==> src/source/mvu_macros.svh <==
`ifndef MVU_MACROS_SVH
`define MVU_MACROS_SVH

// Datapath shape

`define MVU_SIMD       4   // Lanes per entry
`define MVU_TSRCI      4   // Signed activation lane width
`define MVU_TW         4   // Signed weight lane width
`define MVU_TDSTI      16  // Dot product and accumulator width

// Buffering and status

`define MVU_FIFO_DEPTH 4   // Entries between ingress and PE
`define MVU_CNT_W      8   // Finished result counter, wraps

`endif

==> src/source/mvu_bus_pkg.sv <==
`default_nettype none

package mvu_bus_pkg;

   // Register map of the Wishbone slave
   typedef enum logic [1:0] {
      REG_WGT      = 2'd0,  // Weight word, held until next write
      REG_ACT      = 2'd1,  // Activation, push entry
      REG_ACT_LAST = 2'd2,  // Activation, push entry closing the dot product
      REG_STATUS   = 2'd3   // Read only
   } mvu_reg_e;

   // Ingress handshake FSM
   typedef enum logic [1:0] {
      IDLE,        // Waiting for a strobe
      WAIT_SPACE,  // Activation write stalled on full FIFO
      ACK          // One-cycle acknowledge
   } ingress_state_e;

endpackage

`default_nettype wire

==> src/source/mvu_arith_pkg.sv <==
`default_nettype none

`include "mvu_macros.svh"

package mvu_arith_pkg;

   // Activation word, lane 0 in the low bits
   typedef logic [`MVU_SIMD-1:0][`MVU_TSRCI-1:0] act_word_t;

   // Weight word, same lane layout as the activation
   typedef logic [`MVU_SIMD-1:0][`MVU_TW-1:0] wgt_word_t;

   // Full-precision lane product
   typedef logic signed [`MVU_TSRCI+`MVU_TW-1:0] prod_t;

   // Dot product and accumulator word
   typedef logic signed [`MVU_TDSTI-1:0] result_t;

endpackage

`default_nettype wire

==> src/source/mvu_wb_ingress.sv <==
`default_nettype none

`include "mvu_macros.svh"

module mvu_wb_ingress
   import mvu_bus_pkg::*;
   import mvu_arith_pkg::*;
(
   input  logic        clk,
   input  logic        reset,
   input  logic        wb_cyc,
   input  logic        wb_stb,
   input  logic        wb_we,
   input  logic [1:0]  wb_adr,
   input  logic [31:0] wb_dat_w,
   output logic        wb_ack,
   output logic [31:0] wb_dat_r,
   output logic        fifo_push,     // Entry strobe into the FIFO
   output act_word_t   push_act,
   output wgt_word_t   push_wgt,
   output logic        push_last,     // Closes the running dot product
   input  logic        fifo_full,
   input  logic        fifo_empty,
   input  logic        out_v          // Finished result from the PE
);

   ingress_state_e        state;
   ingress_state_e        state_nxt;
   mvu_reg_e              reg_sel;
   wgt_word_t             wgt_q;      // Most recent weight word
   logic [`MVU_CNT_W-1:0] done_cnt;   // Wrapping count of results
   logic [31:0]           status_word;
   logic                  req;
   logic                  act_wr;
   logic                  first_cyc;  // Strobe seen for the first time

   assign reg_sel   = mvu_reg_e'(wb_adr);
   assign req       = wb_cyc && wb_stb;
   assign act_wr    = wb_we && ((reg_sel == REG_ACT) || (reg_sel == REG_ACT_LAST));
   assign first_cyc = (state == IDLE) && req;

   // Entry payload comes straight off the bus, master holds it until ack
   assign push_act  = act_word_t'(wb_dat_w[`MVU_SIMD*`MVU_TSRCI-1:0]);
   assign push_wgt  = wgt_q;
   assign push_last = (reg_sel == REG_ACT_LAST);
   assign wb_ack    = (state == ACK);

   always_comb begin
      status_word = '0;
      status_word[0] = fifo_full;
      status_word[1] = fifo_empty;
      status_word[8 +: `MVU_CNT_W] = done_cnt;
   end

   always_comb begin
      state_nxt = state;
      fifo_push = 1'b0;
      case (state)
         IDLE: begin
            if (req) begin
               if (act_wr && fifo_full) begin
                  state_nxt = WAIT_SPACE;                       // Stall, no ack yet
               end else begin
                  fifo_push = act_wr;                           // Push on first cycle
                  state_nxt = ACK;
               end
            end
         end
         WAIT_SPACE: begin
            if (!wb_cyc) begin
               state_nxt = IDLE;                                // Master gave up
            end else if (!fifo_full) begin
               fifo_push = 1'b1;
               state_nxt = ACK;
            end
         end
         ACK:     state_nxt = IDLE;                             // Ack lasts one cycle
         default: state_nxt = IDLE;
      endcase
   end

   always_ff @(posedge clk) begin
      if (reset) begin
         state    <= IDLE;
         wgt_q    <= '0;
         done_cnt <= '0;
      end else begin
         state <= state_nxt;
         if (first_cyc && wb_we && (reg_sel == REG_WGT)) begin
            wgt_q <= wgt_word_t'(wb_dat_w[`MVU_SIMD*`MVU_TW-1:0]);
         end
         if (out_v) begin
            done_cnt <= done_cnt + `MVU_CNT_W'(1);               // Wraps at 2**CNT_W
         end
      end
   end

   // Read data sampled with the request, valid during ack
   always_ff @(posedge clk) begin
      if (first_cyc && !wb_we) begin
         wb_dat_r <= (reg_sel == REG_STATUS) ? status_word : '0;
      end
   end

   a_ack_in_stb: assert property (@(posedge clk) disable iff (reset)
      wb_ack |-> wb_stb);                                       // Master holds stb until ack

   a_push_not_full: assert property (@(posedge clk) disable iff (reset)
      fifo_push |-> !fifo_full);

endmodule

`default_nettype wire

==> src/source/mvu_entry_fifo.sv <==
`default_nettype none

`include "mvu_macros.svh"

module mvu_entry_fifo
   import mvu_arith_pkg::*;
#(
   parameter int DEPTH = `MVU_FIFO_DEPTH
) (
   input  logic      clk,
   input  logic      reset,
   input  logic      push,
   input  act_word_t push_act,
   input  wgt_word_t push_wgt,
   input  logic      push_last,
   input  logic      pop,
   output act_word_t head_act,   // Show-ahead head entry
   output wgt_word_t head_wgt,
   output logic      head_last,
   output logic      full,
   output logic      empty
);

   localparam int PTR_W = (DEPTH > 1) ? $clog2(DEPTH) : 1;
   localparam int CNT_W = $clog2(DEPTH + 1);

   act_word_t        mem_act  [DEPTH];
   wgt_word_t        mem_wgt  [DEPTH];
   logic             mem_last [DEPTH];
   logic [PTR_W-1:0] wr_ptr;
   logic [PTR_W-1:0] rd_ptr;
   logic [CNT_W-1:0] count;      // Occupancy
   logic             do_push;
   logic             do_pop;

   // Circular pointer step, depth need not be a power of two
   function automatic logic [PTR_W-1:0] ptr_inc(input logic [PTR_W-1:0] ptr);
      return (ptr == PTR_W'(DEPTH - 1)) ? '0 : ptr + PTR_W'(1);
   endfunction

   assign do_pop  = pop && !empty;
   assign do_push = push && (!full || pop);      // Full plus pop frees a slot

   assign full  = (count == CNT_W'(DEPTH));
   assign empty = (count == '0);

   assign head_act  = mem_act[rd_ptr];
   assign head_wgt  = mem_wgt[rd_ptr];
   assign head_last = mem_last[rd_ptr];

   always_ff @(posedge clk) begin
      if (reset) begin
         wr_ptr <= '0;
         rd_ptr <= '0;
         count  <= '0;
      end else begin
         if (do_push) wr_ptr <= ptr_inc(wr_ptr);
         if (do_pop)  rd_ptr <= ptr_inc(rd_ptr);
         case ({do_push, do_pop})
            2'b10:   count <= count + CNT_W'(1);
            2'b01:   count <= count - CNT_W'(1);
            default: count <= count;                 // Both or neither
         endcase
      end
   end

   always_ff @(posedge clk) begin
      if (do_push) begin
         mem_act[wr_ptr]  <= push_act;
         mem_wgt[wr_ptr]  <= push_wgt;
         mem_last[wr_ptr] <= push_last;
      end
   end

   a_no_pop_empty: assert property (@(posedge clk) disable iff (reset)
      pop |-> !empty);

   a_no_push_full: assert property (@(posedge clk) disable iff (reset)
      (push && full) |-> pop);

endmodule

`default_nettype wire

==> src/source/mvu_pe_acc.sv <==
`default_nettype none

module mvu_pe_acc
   import mvu_arith_pkg::*;
(
   input  logic    clk,
   input  logic    reset,
   input  logic    in_v,       // in_sum is valid
   input  logic    in_last,    // Entry closes the dot product
   input  result_t in_sum,
   output logic    out_v,
   output result_t out
);

   result_t acc_q;             // Running total of the open group
   result_t acc_sum;

   assign acc_sum = acc_q + in_sum;

   always_ff @(posedge clk) begin
      if (reset) begin
         acc_q <= '0;
         out_v <= 1'b0;
      end else begin
         out_v <= in_v && in_last;
         if (in_v) begin
            acc_q <= in_last ? '0 : acc_sum;   // Restart on last
         end
      end
   end

   // Total including the last entry
   always_ff @(posedge clk) begin
      if (in_v && in_last) begin
         out <= acc_sum;
      end
   end

   a_out_after_last: assert property (@(posedge clk) disable iff (reset)
      out_v |-> $past(in_v && in_last));

endmodule

`default_nettype wire

==> src/source/mvu_pe.sv <==
`default_nettype none

`include "mvu_macros.svh"

module mvu_pe
   import mvu_arith_pkg::*;
(
   input  logic      clk,
   input  logic      reset,
   input  act_word_t head_act,
   input  wgt_word_t head_wgt,
   input  logic      head_last,
   input  logic      fifo_empty,
   output logic      fifo_pop,
   output logic      out_v,      // One-cycle pulse per dot product
   output result_t   out
);

   act_word_t                    in_act_q;     // Entry taken from the FIFO
   wgt_word_t                    in_wgt_q;
   logic                         in_v_q;
   logic                         in_last_q;
   logic signed [`MVU_TSRCI-1:0] lane_act [`MVU_SIMD];
   logic signed [`MVU_TW-1:0]    lane_wgt [`MVU_SIMD];
   prod_t                        prod_d   [`MVU_SIMD];
   prod_t                        prod_q   [`MVU_SIMD];
   logic                         prod_v_q;
   logic                         prod_last_q;
   result_t                      pair_sum [`MVU_SIMD/2];
   result_t                      tree_sum;     // Unregistered lane total

   assign fifo_pop = !fifo_empty;              // Never stalls, one entry per cycle

   always_ff @(posedge clk) begin
      if (reset) begin
         in_v_q   <= 1'b0;
         prod_v_q <= 1'b0;
      end else begin
         in_v_q   <= fifo_pop;
         prod_v_q <= in_v_q;
      end
   end

   // Input stage
   always_ff @(posedge clk) begin
      if (fifo_pop) begin
         in_act_q  <= head_act;
         in_wgt_q  <= head_wgt;
         in_last_q <= head_last;
      end
   end

   // Lane split and signed multiply
   for (genvar i = 0; i < `MVU_SIMD; i++) begin : g_lane
      assign lane_act[i] = in_act_q[i];
      assign lane_wgt[i] = in_wgt_q[i];
      assign prod_d[i]   = lane_act[i] * lane_wgt[i];   // Both signed, full width
   end

   // Product stage
   always_ff @(posedge clk) begin
      prod_q      <= prod_d;
      prod_last_q <= in_last_q;
   end

   // Adder tree, first level in pairs
   for (genvar j = 0; j < `MVU_SIMD/2; j++) begin : g_tree
      assign pair_sum[j] = result_t'(prod_q[2*j]) + result_t'(prod_q[2*j+1]);
   end

   always_comb begin
      tree_sum = '0;
      for (int k = 0; k < `MVU_SIMD/2; k++) begin
         tree_sum = tree_sum + pair_sum[k];
      end
   end

   mvu_pe_acc mvu_pe_acc_i (
      .clk,
      .reset,
      .in_v    (prod_v_q),
      .in_last (prod_last_q),
      .in_sum  (tree_sum),
      .out_v,
      .out
   );

endmodule

`default_nettype wire

==> src/source/mvu_core.sv <==
`default_nettype none

`include "mvu_macros.svh"

module mvu_core
   import mvu_arith_pkg::*;
(
   input  logic        clk,
   input  logic        reset,
   input  logic        wb_cyc,
   input  logic        wb_stb,
   input  logic        wb_we,
   input  logic [1:0]  wb_adr,
   input  logic [31:0] wb_dat_w,
   output logic        wb_ack,
   output logic [31:0] wb_dat_r,
   output logic        out_v,
   output result_t     out
);

   logic      fifo_push;     // Ingress to FIFO
   act_word_t push_act;
   wgt_word_t push_wgt;
   logic      push_last;
   logic      fifo_full;
   logic      fifo_empty;
   logic      fifo_pop;      // PE to FIFO
   act_word_t head_act;
   wgt_word_t head_wgt;
   logic      head_last;

   mvu_wb_ingress mvu_wb_ingress_i (
      .clk,
      .reset,
      .wb_cyc,
      .wb_stb,
      .wb_we,
      .wb_adr,
      .wb_dat_w,
      .wb_ack,
      .wb_dat_r,
      .fifo_push,
      .push_act,
      .push_wgt,
      .push_last,
      .fifo_full,
      .fifo_empty,
      .out_v                 // Counts finished results
   );

   mvu_entry_fifo #(
      .DEPTH (`MVU_FIFO_DEPTH)
   ) mvu_entry_fifo_i (
      .clk,
      .reset,
      .push      (fifo_push),
      .push_act,
      .push_wgt,
      .push_last,
      .pop       (fifo_pop),
      .head_act,
      .head_wgt,
      .head_last,
      .full      (fifo_full),
      .empty     (fifo_empty)
   );

   mvu_pe mvu_pe_i (
      .clk,
      .reset,
      .head_act,
      .head_wgt,
      .head_last,
      .fifo_empty,
      .fifo_pop,
      .out_v,
      .out
   );

endmodule

`default_nettype wire

==> config.mk <==
export PLATFORM = sky130hd
export DESIGN_NAME = mvu_core
export DESIGN_NICKNAME = d
export VERILOG_FILES = /design/src/source/mvu_bus_pkg.sv /design/src/source/mvu_arith_pkg.sv /design/src/source/mvu_wb_ingress.sv /design/src/source/mvu_entry_fifo.sv /design/src/source/mvu_pe_acc.sv /design/src/source/mvu_pe.sv /design/src/source/mvu_core.sv
export VERILOG_INCLUDE_DIRS = /design/src /design/src/source
export SDC_FILE = /design/constraint.sdc
export NUM_CORES = 1
export LEC_CHECK = 0
export BUFFER_PORTS_ARGS = -buffer_cell sky130_fd_sc_hd__buf_2
export CORE_MARGIN = 4
export CORE_UTILIZATION = 30
export CTS_CLUSTER_DIAMETER = 40
export DETAILED_ROUTE_END_ITERATION = 16
export GPL_ROUTABILITY_DRIVEN = 0
export PLACE_DENSITY = 0.58
export RECOVER_POWER = 50
export SETUP_SLACK_MARGIN = 0.2
export SYNTH_ARGS = -nofsm -noshare
export SYNTH_HDL_FRONTEND = slang
export SYNTH_SLANG_ARGS = --single-unit
==> constraint.sdc <==
create_clock -name clk -period 3.45 [get_ports clk]
set_input_delay 0.1725 -clock clk [delete_from_list [all_inputs] [get_ports clk]]
set_output_delay 0.1725 -clock clk [all_outputs]
set_load 0.05 [all_outputs]
Word-level counts from Yosys, hierarchy flattened

Memories as Yosys holds them, arrays and structs flattened. A register that Yosys moved wholly into a read port is not among the register bits.
Index checks and enable logic that the tools add are counted.

Muxes and demuxes: 16
Add/sub/neg operators: 9
Multiply operators: 4
Reductions and logical operators: 22
Equality and inequality tests: 12

Operators by type and width:

| kind                  | count |
|---|---|
| $add A16 B16 Y16      | 2 |
| $mul A4 B4 Y8         | 4 |
| $add A8 B8 Y9         | 2 |
| $mux W16              | 1 |
| $eq A2 B2 Y1 const B  | 6 |
| $mux W2               | 6 |
| $logic_and A1 B1 Y1   | 9 |
| $add A8 B1 Y8 const B | 1 |
| $eq A2 B1 Y1 const B  | 3 |
| $logic_not A1 Y1      | 6 |
| $mux W1               | 6 |
| $pmux W3 S2           | 1 |
| $add A2 B1 Y2 const B | 2 |
| $logic_not A2 Y1      | 2 |
| $pmux W2 S2           | 1 |
| $add A3 B1 Y3 const B | 1 |
| $eq A3 B3 Y1 const B  | 1 |
| $logic_not A3 Y1      | 1 |
| $ne A3 B3 Y1 const B  | 1 |
| $sub A3 B1 Y3 const B | 1 |
| $logic_or A1 B1 Y1    | 2 |
| $ne A2 B1 Y1 const B  | 1 |
| $pmux W1 S2           | 1 |
| $reduce_and A2 Y1     | 1 |
| $reduce_bool A2 Y1    | 1 |

Input port bits: 39
Logic and storage cells: 87
Register bits: 133
Memories kept: 3
RAM bits: 132
Output and inout port bits: 50

Memories:

| memory                    | depth | bits a word | rd ports | clocked after Yosys merged registers in | wr ports | RTL line             | RTL |
|---|---|---|---|---|---|---|---|
| mvu_entry_fifo_i.mem_act  | 4     | 16          | 1        | 1                                       | 1        | mvu_entry_fifo.sv:27 | `act_word_t mem_act [DEPTH];` |
| mvu_entry_fifo_i.mem_wgt  | 4     | 16          | 1        | 1                                       | 1        | mvu_entry_fifo.sv:28 | `wgt_word_t mem_wgt [DEPTH];` |
| mvu_entry_fifo_i.mem_last | 4     | 1           | 1        | 1                                       | 1        | mvu_entry_fifo.sv:29 | `logic mem_last [DEPTH];` |

Depth between registers and ports, before layout

Gate-level depths: netlist of the first run.

Word-level depth: 10
Depth in mapped cells: 18
Gate-level depth less buffers: 17

Hierarchy

A second synthesis of the first run with hierarchy kept.

Cells, all modules: 975
Area total of the unflattened synthesis: 13589.3 sq um

Modules (own cells, without submodules):

| module         | times used | area an instance (sq um) | cells each |
|---|---|---|---|
| mvu_entry_fifo | 1          | 5241.3                   | 225 |
| mvu_pe         | 1          | 4715.8                   | 396 |
| mvu_wb_ingress | 1          | 1871.8                   | 186 |
| mvu_pe_acc     | 1          | 1760.4                   | 168 |

Worst setup path after synthesis of the first run

OpenSTA, ideal clock, no wires.

Path type: register to register
Start point: register mvu_pe_i.prod_q[16] (netlist name)
End point: register mvu_pe_i.mvu_pe_acc_i.acc_q[15]
Stages on the path, launching flop included: 17
Path buffers: 0
Slack: -146 ps
Data arrival time: 3500 ps
Clock period less this slack: 3596 ps
Library setup time: 95 ps
Cells stage by stage: dfxtp_1 > ha_1 > fa_1 > a21oi_2 > o211ai_2 > a21oi_2 > a221oi_4 > fa_1 > inv_1 > ha_1 > a21oi_1 > nor2_1 > a211oi_1 > o31a_1 > o21ai_1 > or3_1 > o311ai_1

Cells in the longest elaborated chain, start to end: 4

RTL lines:

| item                   | RTL line         | RTL |
|---|---|---|
| from (decl)            | mvu_pe.sv:26     | `` prod_t prod_q [`MVU_SIMD]; `` |
| from (signal assigned) | mvu_pe.sv:62     | `prod_q <= prod_d;` |
| $add A8 B8 Y9          | mvu_pe.sv:68     | `assign pair_sum[j] = result_t'(prod_q[2*j]) + result_t'(prod_q[2*j+1]);` |
| $add A16 B16 Y16       | mvu_pe.sv:74     | `tree_sum = tree_sum + pair_sum[k];` |
| $add A16 B16 Y16       | mvu_pe_acc.sv:18 | `assign acc_sum = acc_q + in_sum;` |
| $mux W16               | mvu_pe_acc.sv:27 | `acc_q <= in_last ? '0 : acc_sum;` |
| to (signal assigned)   | mvu_pe_acc.sv:27 |  |
| to (decl)              | mvu_pe_acc.sv:15 | `result_t acc_q;` |

No other way between the ends.
A chain may end at the register's enable or synchronous reset.

Final worst setup path of the first run

Start point: register mvu_pe_i.prod_q[24] (netlist name)
End point: register mvu_pe_i.mvu_pe_acc_i.out[12] (data pin)

Cells in the longest elaborated chain, start to end: 3

RTL lines:

| item                                  | RTL line         | RTL |
|---|---|---|
| $add A8 B8 Y9                         | mvu_pe.sv:68     |  |
| $add A16 B16 Y16                      | mvu_pe.sv:74     |  |
| $add A16 B16 Y16                      | mvu_pe_acc.sv:18 |  |
| net mvu_pe_i.mvu_pe_acc_i.acc_sum[12] | mvu_pe_acc.sv:16 | `result_t acc_sum;` |
| to (signal assigned)                  | mvu_pe_acc.sv:35 | `out <= acc_sum;` |
| to (decl)                             | mvu_pe_acc.sv:12 | `output result_t out` |

The timed path passes the listed nets, and every way through them passes these cells.

==> results of run 1 <==
[kinds of logic (layout without fill, tap and decap cells)]
kind of cell / after synthesis / after routing
DFF: 276 / 276
and+or+nand+nor: 211 / 211
buffers and inverters: 170 / 338
adders and majority gates: 143 / 143
AOI/OAI and AO/OA: 119 / 119
xor gates and xnor gates: 62 / 62
muxes: 37 / 37
other: 1 / 22
[timing repair]
action | in CTS | in global routing
setup endpoints to repair | 20 | 25
hold buffers | 21 | 0
hold endpoints to repair | 83 | 0
gates cloned | 0 | 0
resized for setup | 34 | 45
pin swaps | 25 | 23
setup buffers | 9 | 14
[registers in the layout (all words and copies together), names as in the netlist, 4 cells and up]
register                     flops
mvu_wb_ingress_i.push_wgt       16
mvu_pe_i.prod_q                 32
mvu_entry_fifo_i.mem_last        4
mvu_wb_ingress_i.wb_dat_r       10
mvu_wb_ingress_i.done_cnt        8
mvu_entry_fifo_i.mem_wgt        64
mvu_entry_fifo_i.mem_act        64
mvu_pe_i.in_act_q               16
mvu_pe_i.mvu_pe_acc_i.out       16
mvu_pe_i.mvu_pe_acc_i.acc_q     16
mvu_pe_i.in_wgt_q               16
[metal layers]
| layer | up-vias | part of all wire [%] | global-route usage [%] |
|---|---|---|---|
| met1 | 3646 | 46 | 13.58 |
| li1 | 3803 | - | - |
| met5 | - | 0 | 0 |
| met3 | 43 | 3.2 | 2.087 |
| met4 | 0 | 2.3 | 3.475 |
| met2 | 89 | 49 | 17.48 |
[cells in the final DEF, fill, tap and decap left out, drive strengths merged, types with 2 or more instances in the layout]
cell type | netlist | routed
o211ai | 5 | 5
nand4 | 3 | 3
dfxtp | 85 | 85
nor3 | 6 | 6
o21bai | 5 | 5
a21oi | 57 | 57
nand2b | 17 | 17
or3 | 5 | 5
nor3b | 2 | 2
buf | 26 | 65
a2bb2oi | 7 | 7
ha | 88 | 88
bufinv | 0 | 5
and3 | 4 | 4
mux4 | 33 | 33
xnor2 | 42 | 42
conb | 1 | 22
nand3 | 6 | 6
fa | 55 | 55
xor2 | 20 | 20
clkinvlp | 0 | 6
o21ai | 14 | 14
a221oi | 2 | 2
a211oi | 6 | 6
nand2 | 76 | 76
a21o | 18 | 18
nor2 | 37 | 37
edfxtp | 191 | 191
and2 | 41 | 41
nor2b | 9 | 9
clkbuf | 18 | 100
dlygate4sd3 | 0 | 21
inv | 126 | 132
clkinv | 0 | 9
mux2i | 4 | 4
[metrics by stage]
stage | utilization, % | instances | TNS, ps
floorplan | - | 1040 | -46.35
global route | 38.01 | 1800 | -2662
finish | 38.01 | 1800 | -647.9
global placement | 33.23 | 1682 | -654.1
detailed placement | 33.23 | 1682 | -1179
CTS | 37.40 | 1786 | -338.5
[critical path, stage by stage (launching register included)]
cell	delay, ps
dfxtp_2	330
ha_4	160
fa_2	340
a21oi_2	160
o211ai_2	120
a21oi_2	240
xor2_1	120
fa_1	510
inv_2	50
ha_4	290
o21ai_2	50
nand2b_1	90
a21oi_2	70
a211oi_2	260
buf_4	160
o221ai_4	100
buf_6	140
xnor2_1	110
[layout make-up]
type	instances	share of cell area (%)
clock buffers	48	6.419
multi-input cells	594	34.77
well taps	592	4.388
repair buffers	138	5.537
clock inverters	26	1.986
inverters	126	2.816
flip-flops and latches	276	44.09
[worst max-delay path by stage]
stage          depth (start not counted)                         endpoint           startpoint
2_1_floorplan                         17  mvu_pe_i.mvu_pe_acc_i.acc_q[15]  mvu_pe_i.prod_q[24]
3_3_place_gp                          15    mvu_pe_i.mvu_pe_acc_i.out[12]   mvu_pe_i.prod_q[1]
3_5_place_dp                          16  mvu_pe_i.mvu_pe_acc_i.acc_q[15]  mvu_pe_i.prod_q[24]
4_1_cts                               17  mvu_pe_i.mvu_pe_acc_i.acc_q[13]  mvu_pe_i.prod_q[24]
5_1_grt                               16  mvu_pe_i.mvu_pe_acc_i.acc_q[15]  mvu_pe_i.prod_q[24]
6_report                              17    mvu_pe_i.mvu_pe_acc_i.out[12]  mvu_pe_i.prod_q[24]
==> flow_summary.yaml, run 1 <==
status:
  outcome: "complete, but fails checks"
  violations: "capacitance limit, slew limit, setup timing"
grt:
  grt_first_pass_wirelength_mm: 41.01
  gr-usage-all-layers_pct: 10.43
  antenna_found_initial: 0
  grt-ovfl-total: 0
  grt_pass1_vias: 7993
  grt_max_degree: 41
detailed_routing:
  drt_iter0_markers: 393
  wirelength_mm: 24.85
  wl_per_cell_um: 13.81
  ant_nets: 0
  drt-pass1-iter-count: 4
  drc: 0
  vias: 7581
  avgViaCountPerCell: 4.212
final_layout:
  n_fill_cell: 4171
  multiInputGateArea_um2: 5869
  area_growth_pct: 24.96
  nNetsFinal: 1359
  final_area_um2: 16880
  diodes: 0
  layout-drive-gt1-share_pct: 20.94
  seqCellArea_um2: 7442
timing:
  layout_min_cycle_time_ps: 3560
  slew_headroom_pct: -41.64
  clock.fmax_mhz: 280.9
  finalClockSkew_ps: 13.25
  slew_violations: 75
  setup_viol: 11
  fin_ws_ps: -109.9
  fin_crit_sh_pct: 103.2
  holdWs_ps: 24.79
  rsz0062_at_grt: "yes"
  worst_pin_slew_ps: 2125
  hold_viol: 0
synth:
  synth.area.mux_share_pct: 5.798
  synth-simple-area-share_pct: 7.678
  ys.flop_type: "edfxtp_1"
  synth.most_common_cell: "edfxtp_1"
  synth_edf_count: 191
  yosys-top-cells-count: "edfxtp_1, inv_1, ha_1"
  synthTopCellsByArea: "edfxtp_1, dfxtp_1, fa_1"
  synthXorXnorAreaFrac_pct: 4.020
  async_reset_ff_share_pct: 0
  avgSynthCellArea_um2: 13.26
  ys_seq_elements: 276
  ys_types: 51
  synth_compound_area_share_pct: 5.761
  synth_area_leader_cell: "edfxtp_1"
  syn_area_um2: 13510
  yosysWarningCount: 0
  synthAdderAreaFrac_pct: 16.30
  synth_top_family_by_area: "adder cells"
  synth_top_area_share_pct: 42.46
  ys_seq_area_share_pct: 55.05
  synth_cells: 1019
hold_path:
  hold_depth: 2
  min_to: "mvu_pe_i.mvu_pe_acc_i.acc_q[3]"
  holdCritPathClass: "primary input to register"
  min_from: "reset"
setup_path:
  reg2reg_to: "mvu_pe_i.mvu_pe_acc_i.out[12]"
  r2r_slack_ps: -110
  cp.required_ps: 3720
  worstSetupPathType: "register to register"
  reg2reg_depth: 17
  worstSetupEndpointType: "register"
  start_kind: "register"
  worstPathMaxFanout: 4
  arrival_ps: 3830
  r2r-start: "mvu_pe_i.prod_q[24]"
clocking:
  cts_sinks: 276
  cts.clk_slew.worst_paths_ps: 50
  cts_max_path_buffers: 3
  cts-root-buf: "clkbuf_16"
  cts_tree: "yes"
  numCtsBuffers: 41
  clk_latency_ps: 530
  cts_max_level: 2
floorplan:
  rows: 77
  fp.coreArea_um2: 44410
  die_area_um2: 48490
  floorplan.initialDensity_pct: 30.42
  pin_count: 89
  die_w_um: 220.2
  die_height_um: 220.2
run:
  maxCapViolations: 2
place:
  post-dp-hpwl_mm: 16.71
  post_dp_cell_area_um2: 14760
  io_buffers: 50
  dp_slack_ps: -197.5
Power of run 1 is left out: the tool's default activity adds up to more than one toggle a clock period on the data nets, which glitch-free logic cannot reach.
==> run 2, diff against run 1 <==
- GPL_TIMING_DRIVEN: default -> 0
==> flow_summary.yaml, run 2 (synthesis results as in run 1) <==
timing:
  slew_headroom_pct: 0.9955
  fin_crit_sh_pct: 107.1
  layout_min_cycle_time_ps: 3694
  setup_viol: 14
  rsz0062_at_grt: "yes"
  slew_violations: 0
  hold_viol: 0
  finalClockSkew_ps: 21.83
  worst_pin_slew_ps: 1474
  fin_ws_ps: -244.1
  clock.fmax_mhz: 270.7
final_layout:
  largestRegisters: "mvu_entry_fifo_i.mem_act: 64 flops, mvu_entry_fifo_i.mem_wgt: 64 flops, mvu_pe_i.prod_q: 32 flops"
  final_area_um2: 16700
  final_cell_mix: "edfxtp_1, inv_1, dfxtp_1"
  nNetsFinal: 1366
  layout-drive-gt1-share_pct: 20.59
  diodes: 0
  final_common_cell: "edfxtp_1"
  area_growth_pct: 23.65
  final_cells: 1806
run:
  maxCapViolations: 1
floorplan:
  pin_count: 89
  die_height_um: 220.2
  floorplan.initialDensity_pct: 30.42
  fp.coreArea_um2: 44410
  die_area_um2: 48490
  die_w_um: 220.2
  rows: 77
hold_path:
  hold_depth: 2
  min_to: "mvu_entry_fifo_i.mem_last[3]"
  min_from: "wb_adr[1]"
  holdCritPathClass: "primary input to register"
grt:
  antenna_found_initial: 0
  grt_first_pass_wirelength_mm: 41.94
  gr-usage-all-layers_pct: 10.87
  grt_pass1_vias: 7843
  grt_max_degree: 33
  grt-ovfl-total: 0
clocking:
  cts-root-buf: "clkbuf_16"
  cts_sinks: 276
  cts_max_path_buffers: 3
  clk_latency_ps: 540
  cts_max_level: 2
  cts.clk_slew.worst_paths_ps: 50
  cts_tree: "yes"
  numCtsBuffers: 39
detailed_routing:
  wl_per_cell_um: 14.25
  drc: 0
  drt_iter0_markers: 380
  drt-pass1-iter-count: 4
  wirelength_mm: 25.73
  vias: 7720
  avgViaCountPerCell: 4.275
  ant_nets: 0
status:
  outcome: "complete, but fails checks"
  violations: "capacitance limit, setup timing"
place:
  io_buffers: 49
  post_dp_cell_area_um2: 14760
  post-dp-hpwl_mm: 17.99
  place_inst: 1685
setup_path:
  r2r-start: "mvu_pe_i.prod_q[16]"
  crit_chain: "ha_4 > fa_2 > a21oi_4 > o211ai_2 > a21oi_2 > a221oi_4 > buf_6 > buf_6 > fa_1 > inv_2 > ha_4 > o21ai_2 > nand2b_1 > nand2_1 > o31a_1 > o21ai_2 > xnor2_1"
  reg2reg_to: "mvu_pe_i.mvu_pe_acc_i.out[15]"
  worstSetupEndpointType: "register"
  reg2reg_depth: 17
  worstSetupPathType: "register to register"
  r2r_slack_ps: -240
  worstPathMaxFanout: 4
  arrival_ps: 3960
  cp.required_ps: 3710
  worst_path_largest_cell_delay_ps: 480
  start_kind: "register"
  crit_path_top_delay_cell: "fa_1"
[run 2: stage by stage]
stage	setup TNS [ps]	hold WS (ps)	worst slack, ps	utilization [%]
3_5_place_dp	-4121	337.9	-499.1	33.22
2_1_floorplan	-46.35	271.4	-46.35	-
3_3_place_gp	-3478	350.0	-445.7	33.03
4_1_cts	-1890	75.15	-256.3	37.28
6_report	-2144	90.88	-244.1	37.61
5_1_grt	-4830	108.8	-375.9	37.61
[run 2: layout make-up]
| type | count | area [um2] |
|---|---|---|
| flip-flops and latches | 276 | 7441 |
| repair buffers | 102 | 684.4 |
| plain buffers | 44 | 261.5 |
| fillers | 4214 | 27710 |
| well taps | 592 | 740.7 |
| clock inverters | 26 | 250.2 |
| multi-input cells | 594 | 5837 |
| repair inverters | 1 | 5.005 |
| inverters | 126 | 476.7 |
| clock buffers | 45 | 1008 |
[run 2: what timing repair did]
action | in CTS | in global routing
hold buffers | 19 | 0
pin swaps | 38 | 31
gates resized for setup | 43 | 35
cloned | 1 | 0
buffers inserted | 19 | 11
endpoints found under the setup margin | 24 | 26
endpoints found under the hold margin | 82 | 0
[run 2: worst max-delay path, delay by kind of cell, from the launching register on]
family | cells | cell delay [ps]
AOI/OAI and AO/OA | 7 | 1180
DFF | 1 | 330
and+or+nand+nor | 2 | 160
adders and majority gates | 4 | 1310
buffers and inverters | 3 | 330
xor gates and xnor gates | 1 | 100
[run 2: worst max-delay path by stage]
stage,startpoint,end,slack [ps],cells past startpoint
after global placement,mvu_pe_i.prod_q[16],mvu_pe_i.mvu_pe_acc_i.acc_q[15],-450,17
after global routing,mvu_pe_i.prod_q[16],mvu_pe_i.mvu_pe_acc_i.acc_q[14],-380,16
final,mvu_pe_i.prod_q[16],mvu_pe_i.mvu_pe_acc_i.out[15],-240,17
after floorplan,mvu_pe_i.prod_q[24],mvu_pe_i.mvu_pe_acc_i.acc_q[15],-50,17
after detailed placement,mvu_pe_i.prod_q[16],mvu_pe_i.mvu_pe_acc_i.acc_q[15],-500,17
after CTS,mvu_pe_i.prod_q[16],mvu_pe_i.mvu_pe_acc_i.acc_q[15],-260,17
[run 2: layer usage]
layer | GRT usage [%] | up-vias | part of all wire (%)
met4 | 3.642 | 0 | 1.9
li1 | - | 3823 | -
met1 | 13.95 | 3745 | 44
met3 | 2.293 | 36 | 4.5
met2 | 18.36 | 116 | 50
met5 | 0 | - | 0
Power of run 2 is left out for the same reason.
==> run 3, diff against run 2 <==
- ABC_AREA: default -> 1
- BUFFER_PORTS_ARGS: -buffer_cell sky130_fd_sc_hd__buf_2 -> -buffer_cell sky130_fd_sc_hd__clkbuf_2
- CAP_MARGIN: default -> 10
==> flow_summary.yaml, run 3 <==
hold_path:
  min_from: "wb_adr[1]"
  holdCritPathClass: "primary input to register"
  min_to: "mvu_entry_fifo_i.mem_last[2]"
  hold_depth: 2
detailed_routing:
  drc: 0
  wl_per_cell_um: 13.90
  ant_nets: 0
  avgViaCountPerCell: 4.313
  vias: 9001
  drt-pass1-iter-count: 5
  wirelength_mm: 29.01
  drt_iter0_markers: 457
setup_path:
  worstSetupEndpointType: "register"
  arrival_ps: 3780
  worstPathMaxFanout: 3
  r2r_slack_ps: -40
  start_kind: "register"
  reg2reg_to: "mvu_pe_i.mvu_pe_acc_i.out[14]"
  worstSetupPathType: "register to register"
  reg2reg_depth: 19
  cp.required_ps: 3740
  r2r-start: "mvu_pe_i.prod_q[2]"
floorplan:
  die_area_um2: 49140
  floorplan.initialDensity_pct: 30.25
  rows: 78
  fp.coreArea_um2: 45280
  pin_count: 89
  die_w_um: 221.7
  die_height_um: 221.7
grt:
  grt-ovfl-total: 0
  grt_pass1_vias: 9289
  grt_first_pass_wirelength_mm: 47.36
  gr-usage-met3_pct: 2.780
  met2_usage_pct: 20.59
  gr-usage-met1_pct: 14.53
  gr-usage-all-layers_pct: 11.80
  globalRoute.busiestLayer: "met2"
  antenna_found_initial: 0
  grt_max_degree: 27
timing:
  setup_viol: 2
  hold_viol: 0
  worst_pin_slew_ps: 1298
  fin_ws_ps: -41.94
  rsz0062_at_grt: "yes"
  layout_min_cycle_time_ps: 3492
  slew_violations: 0
  clock.fmax_mhz: 286.4
  finalClockSkew_ps: 40.95
  final.setup.tns_ps: -54.67
  fin_crit_sh_pct: 101.2
  slew_headroom_pct: 13.44
final_layout:
  final_common_cell: "edfxtp_1"
  n_fill_cell: 4432
  nNetsFinal: 1635
  final_cell_mix: "edfxtp_1, nand2_1, inv_1"
  layout-drive-gt1-share_pct: 17.01
  area_growth_pct: 24.84
  diodes: 0
  seqCellArea_um2: 7441
  largestRegisters: "mvu_entry_fifo_i.mem_act: 64 flops, mvu_entry_fifo_i.mem_wgt: 64 flops, mvu_pe_i.prod_q: 32 flops"
  multiInputGateArea_um2: 5761
status:
  outcome: "complete, but fails checks"
  violations: "setup timing"
clocking:
  cts_max_level: 2
  numCtsBuffers: 42
  cts_sinks: 276
  cts.clk_slew.worst_paths_ps: 60
  clk_latency_ps: 560
  cts_max_path_buffers: 3
  cts_tree: "yes"
  cts-root-buf: "clkbuf_16"
synth:
  avgSynthCellArea_um2: 10.73
  synth_top_area_share_pct: 41.87
  async_reset_ff_share_pct: 0
  syn_area_um2: 13700
  synth_area_leader_cell: "edfxtp_1"
  synth_cells: 1277
  ys.flop_type: "edfxtp_1"
  synthTopCellsByArea: "edfxtp_1, dfxtp_1, fa_1"
  ys_seq_elements: 276
  ys_types: 40
  yosysWarningCount: 0
  ys_seq_area_share_pct: 54.30
  synth.most_common_cell: "inv_1"
  synth_edf_count: 191
  yosys-top-cells-count: "inv_1, nand2_1, edfxtp_1"
run:
  maxCapViolations: 0
place:
  io_buffers: 49
  post-dp-hpwl_mm: 20.63
  dp_slack_ps: -217.8
## run 3: changes by cell type in the layout (fill, tap and decap cells not counted), moves of 13 or more
cell / before / now
nand2_1: 71 / 182
nand2b_1: 14 / 1
and2_1: 24 / 2
o22ai_1: 1 / 33
xnor2_1: 37 / 18
mux4_2: 33 / 0
nand3_1: 5 / 22
a21o_1: 18 / 3
o21ai_0: 8 / 74
and2_0: 14 / 0
a21oi_1: 38 / 52
nor2_1: 36 / 98
inv_1: 115 / 179
## run 3: cells by family after synthesis
| kind of cell | synth area share [%] |
|---|---|
| XOR/XNOR | 3.133 |
| buffers and inverters | 7.445 |
| AO/OA/AOI/OAI | 7.956 |
| multiplexers | 0.07308 |
| AND/OR/NAND/NOR | 10.99 |
| flip-flops | 54.30 |
| adder cells (fa/ha/maj) | 16.08 |
| other | 0.02738 |
## run 3: layout make-up
class,count,area share (%)
clock buffer,51,6.461
clock inverter,27,1.463
inverter,196,4.347
tap,600,4.390
sequential,276,43.52
timing repair buffer,111,4.471
multi-input combinational,773,33.69
buffer,53,1.661
## run 3: stage by stage
step / instances / area, um2 / hold slack (ps) / util [%]
4_1_cts: 2080 / 16930 / 83.65 / 37.38
6_report: 2087 / 17100 / 90.46 / 37.76
3_5_place_dp: 1952 / 14970 / 366.8 / 33.05
3_3_place_gp: 1947 / 14820 / 332.5 / 32.73
2_1_floorplan: 1298 / 13830 / 271.4 / -
5_1_grt: 2087 / 17100 / 91.34 / 37.76
## run 3: worst max-delay path by stage
| stage | slack, ps | from | to | depth (start not counted) |
|---|---|---|---|---|
| floorplan | 190 | mvu_pe_i.in_act_q[8] | mvu_pe_i.prod_q[15] | 11 |
| global placement | -560 | mvu_wb_ingress_i.state[0] | mvu_entry_fifo_i.mem_act[3][10] | 7 |
| detailed placement | -220 | mvu_pe_i.prod_q[8] | mvu_pe_i.mvu_pe_acc_i.out[14] | 19 |
| CTS | 20 | mvu_pe_i.prod_q[10] | mvu_pe_i.mvu_pe_acc_i.out[14] | 19 |
| global route | -270 | mvu_pe_i.prod_q[2] | mvu_pe_i.mvu_pe_acc_i.out[14] | 19 |
| finish | -40 | mvu_pe_i.prod_q[2] | mvu_pe_i.mvu_pe_acc_i.out[14] | 19 |
## run 3: worst max-delay path, cell delays in order (launching register included)
cell and delay, ps:
dfxtp_2 320, ha_4 250, a21oi_2 150, nand2_1 90, nand2_2 80, nand2_1 50
a21o_1 160, nand2_1 50, nand2_1 60, a21oi_2 170, xor2_2 200, fa_1 460
inv_2 80, ha_4 200, a21o_1 200, a21boi_2 130, nand3_2 150, a21oi_2 200
nand2_1 100, and2_1 140
## run 3: metal layers
metal / vias to the layer above / share of wire, %
met5: - / 0
met4: 0 / 2.8
met3: 66 / 5.2
met2: 164 / 49
met1: 4238 / 43
li1: 4533 / -
## run 3: what timing repair did
item | 4_1_cts | 5_1_grt
hold endpoints to repair | 82 | 0
hold buffers | 20 | 0
endpoints found under the setup margin | 18 | 23
buffers inserted | 30 | 7
pin swaps | 61 | 53
gates resized for setup | 53 | 43
Power of run 3 is left out for the same reason.
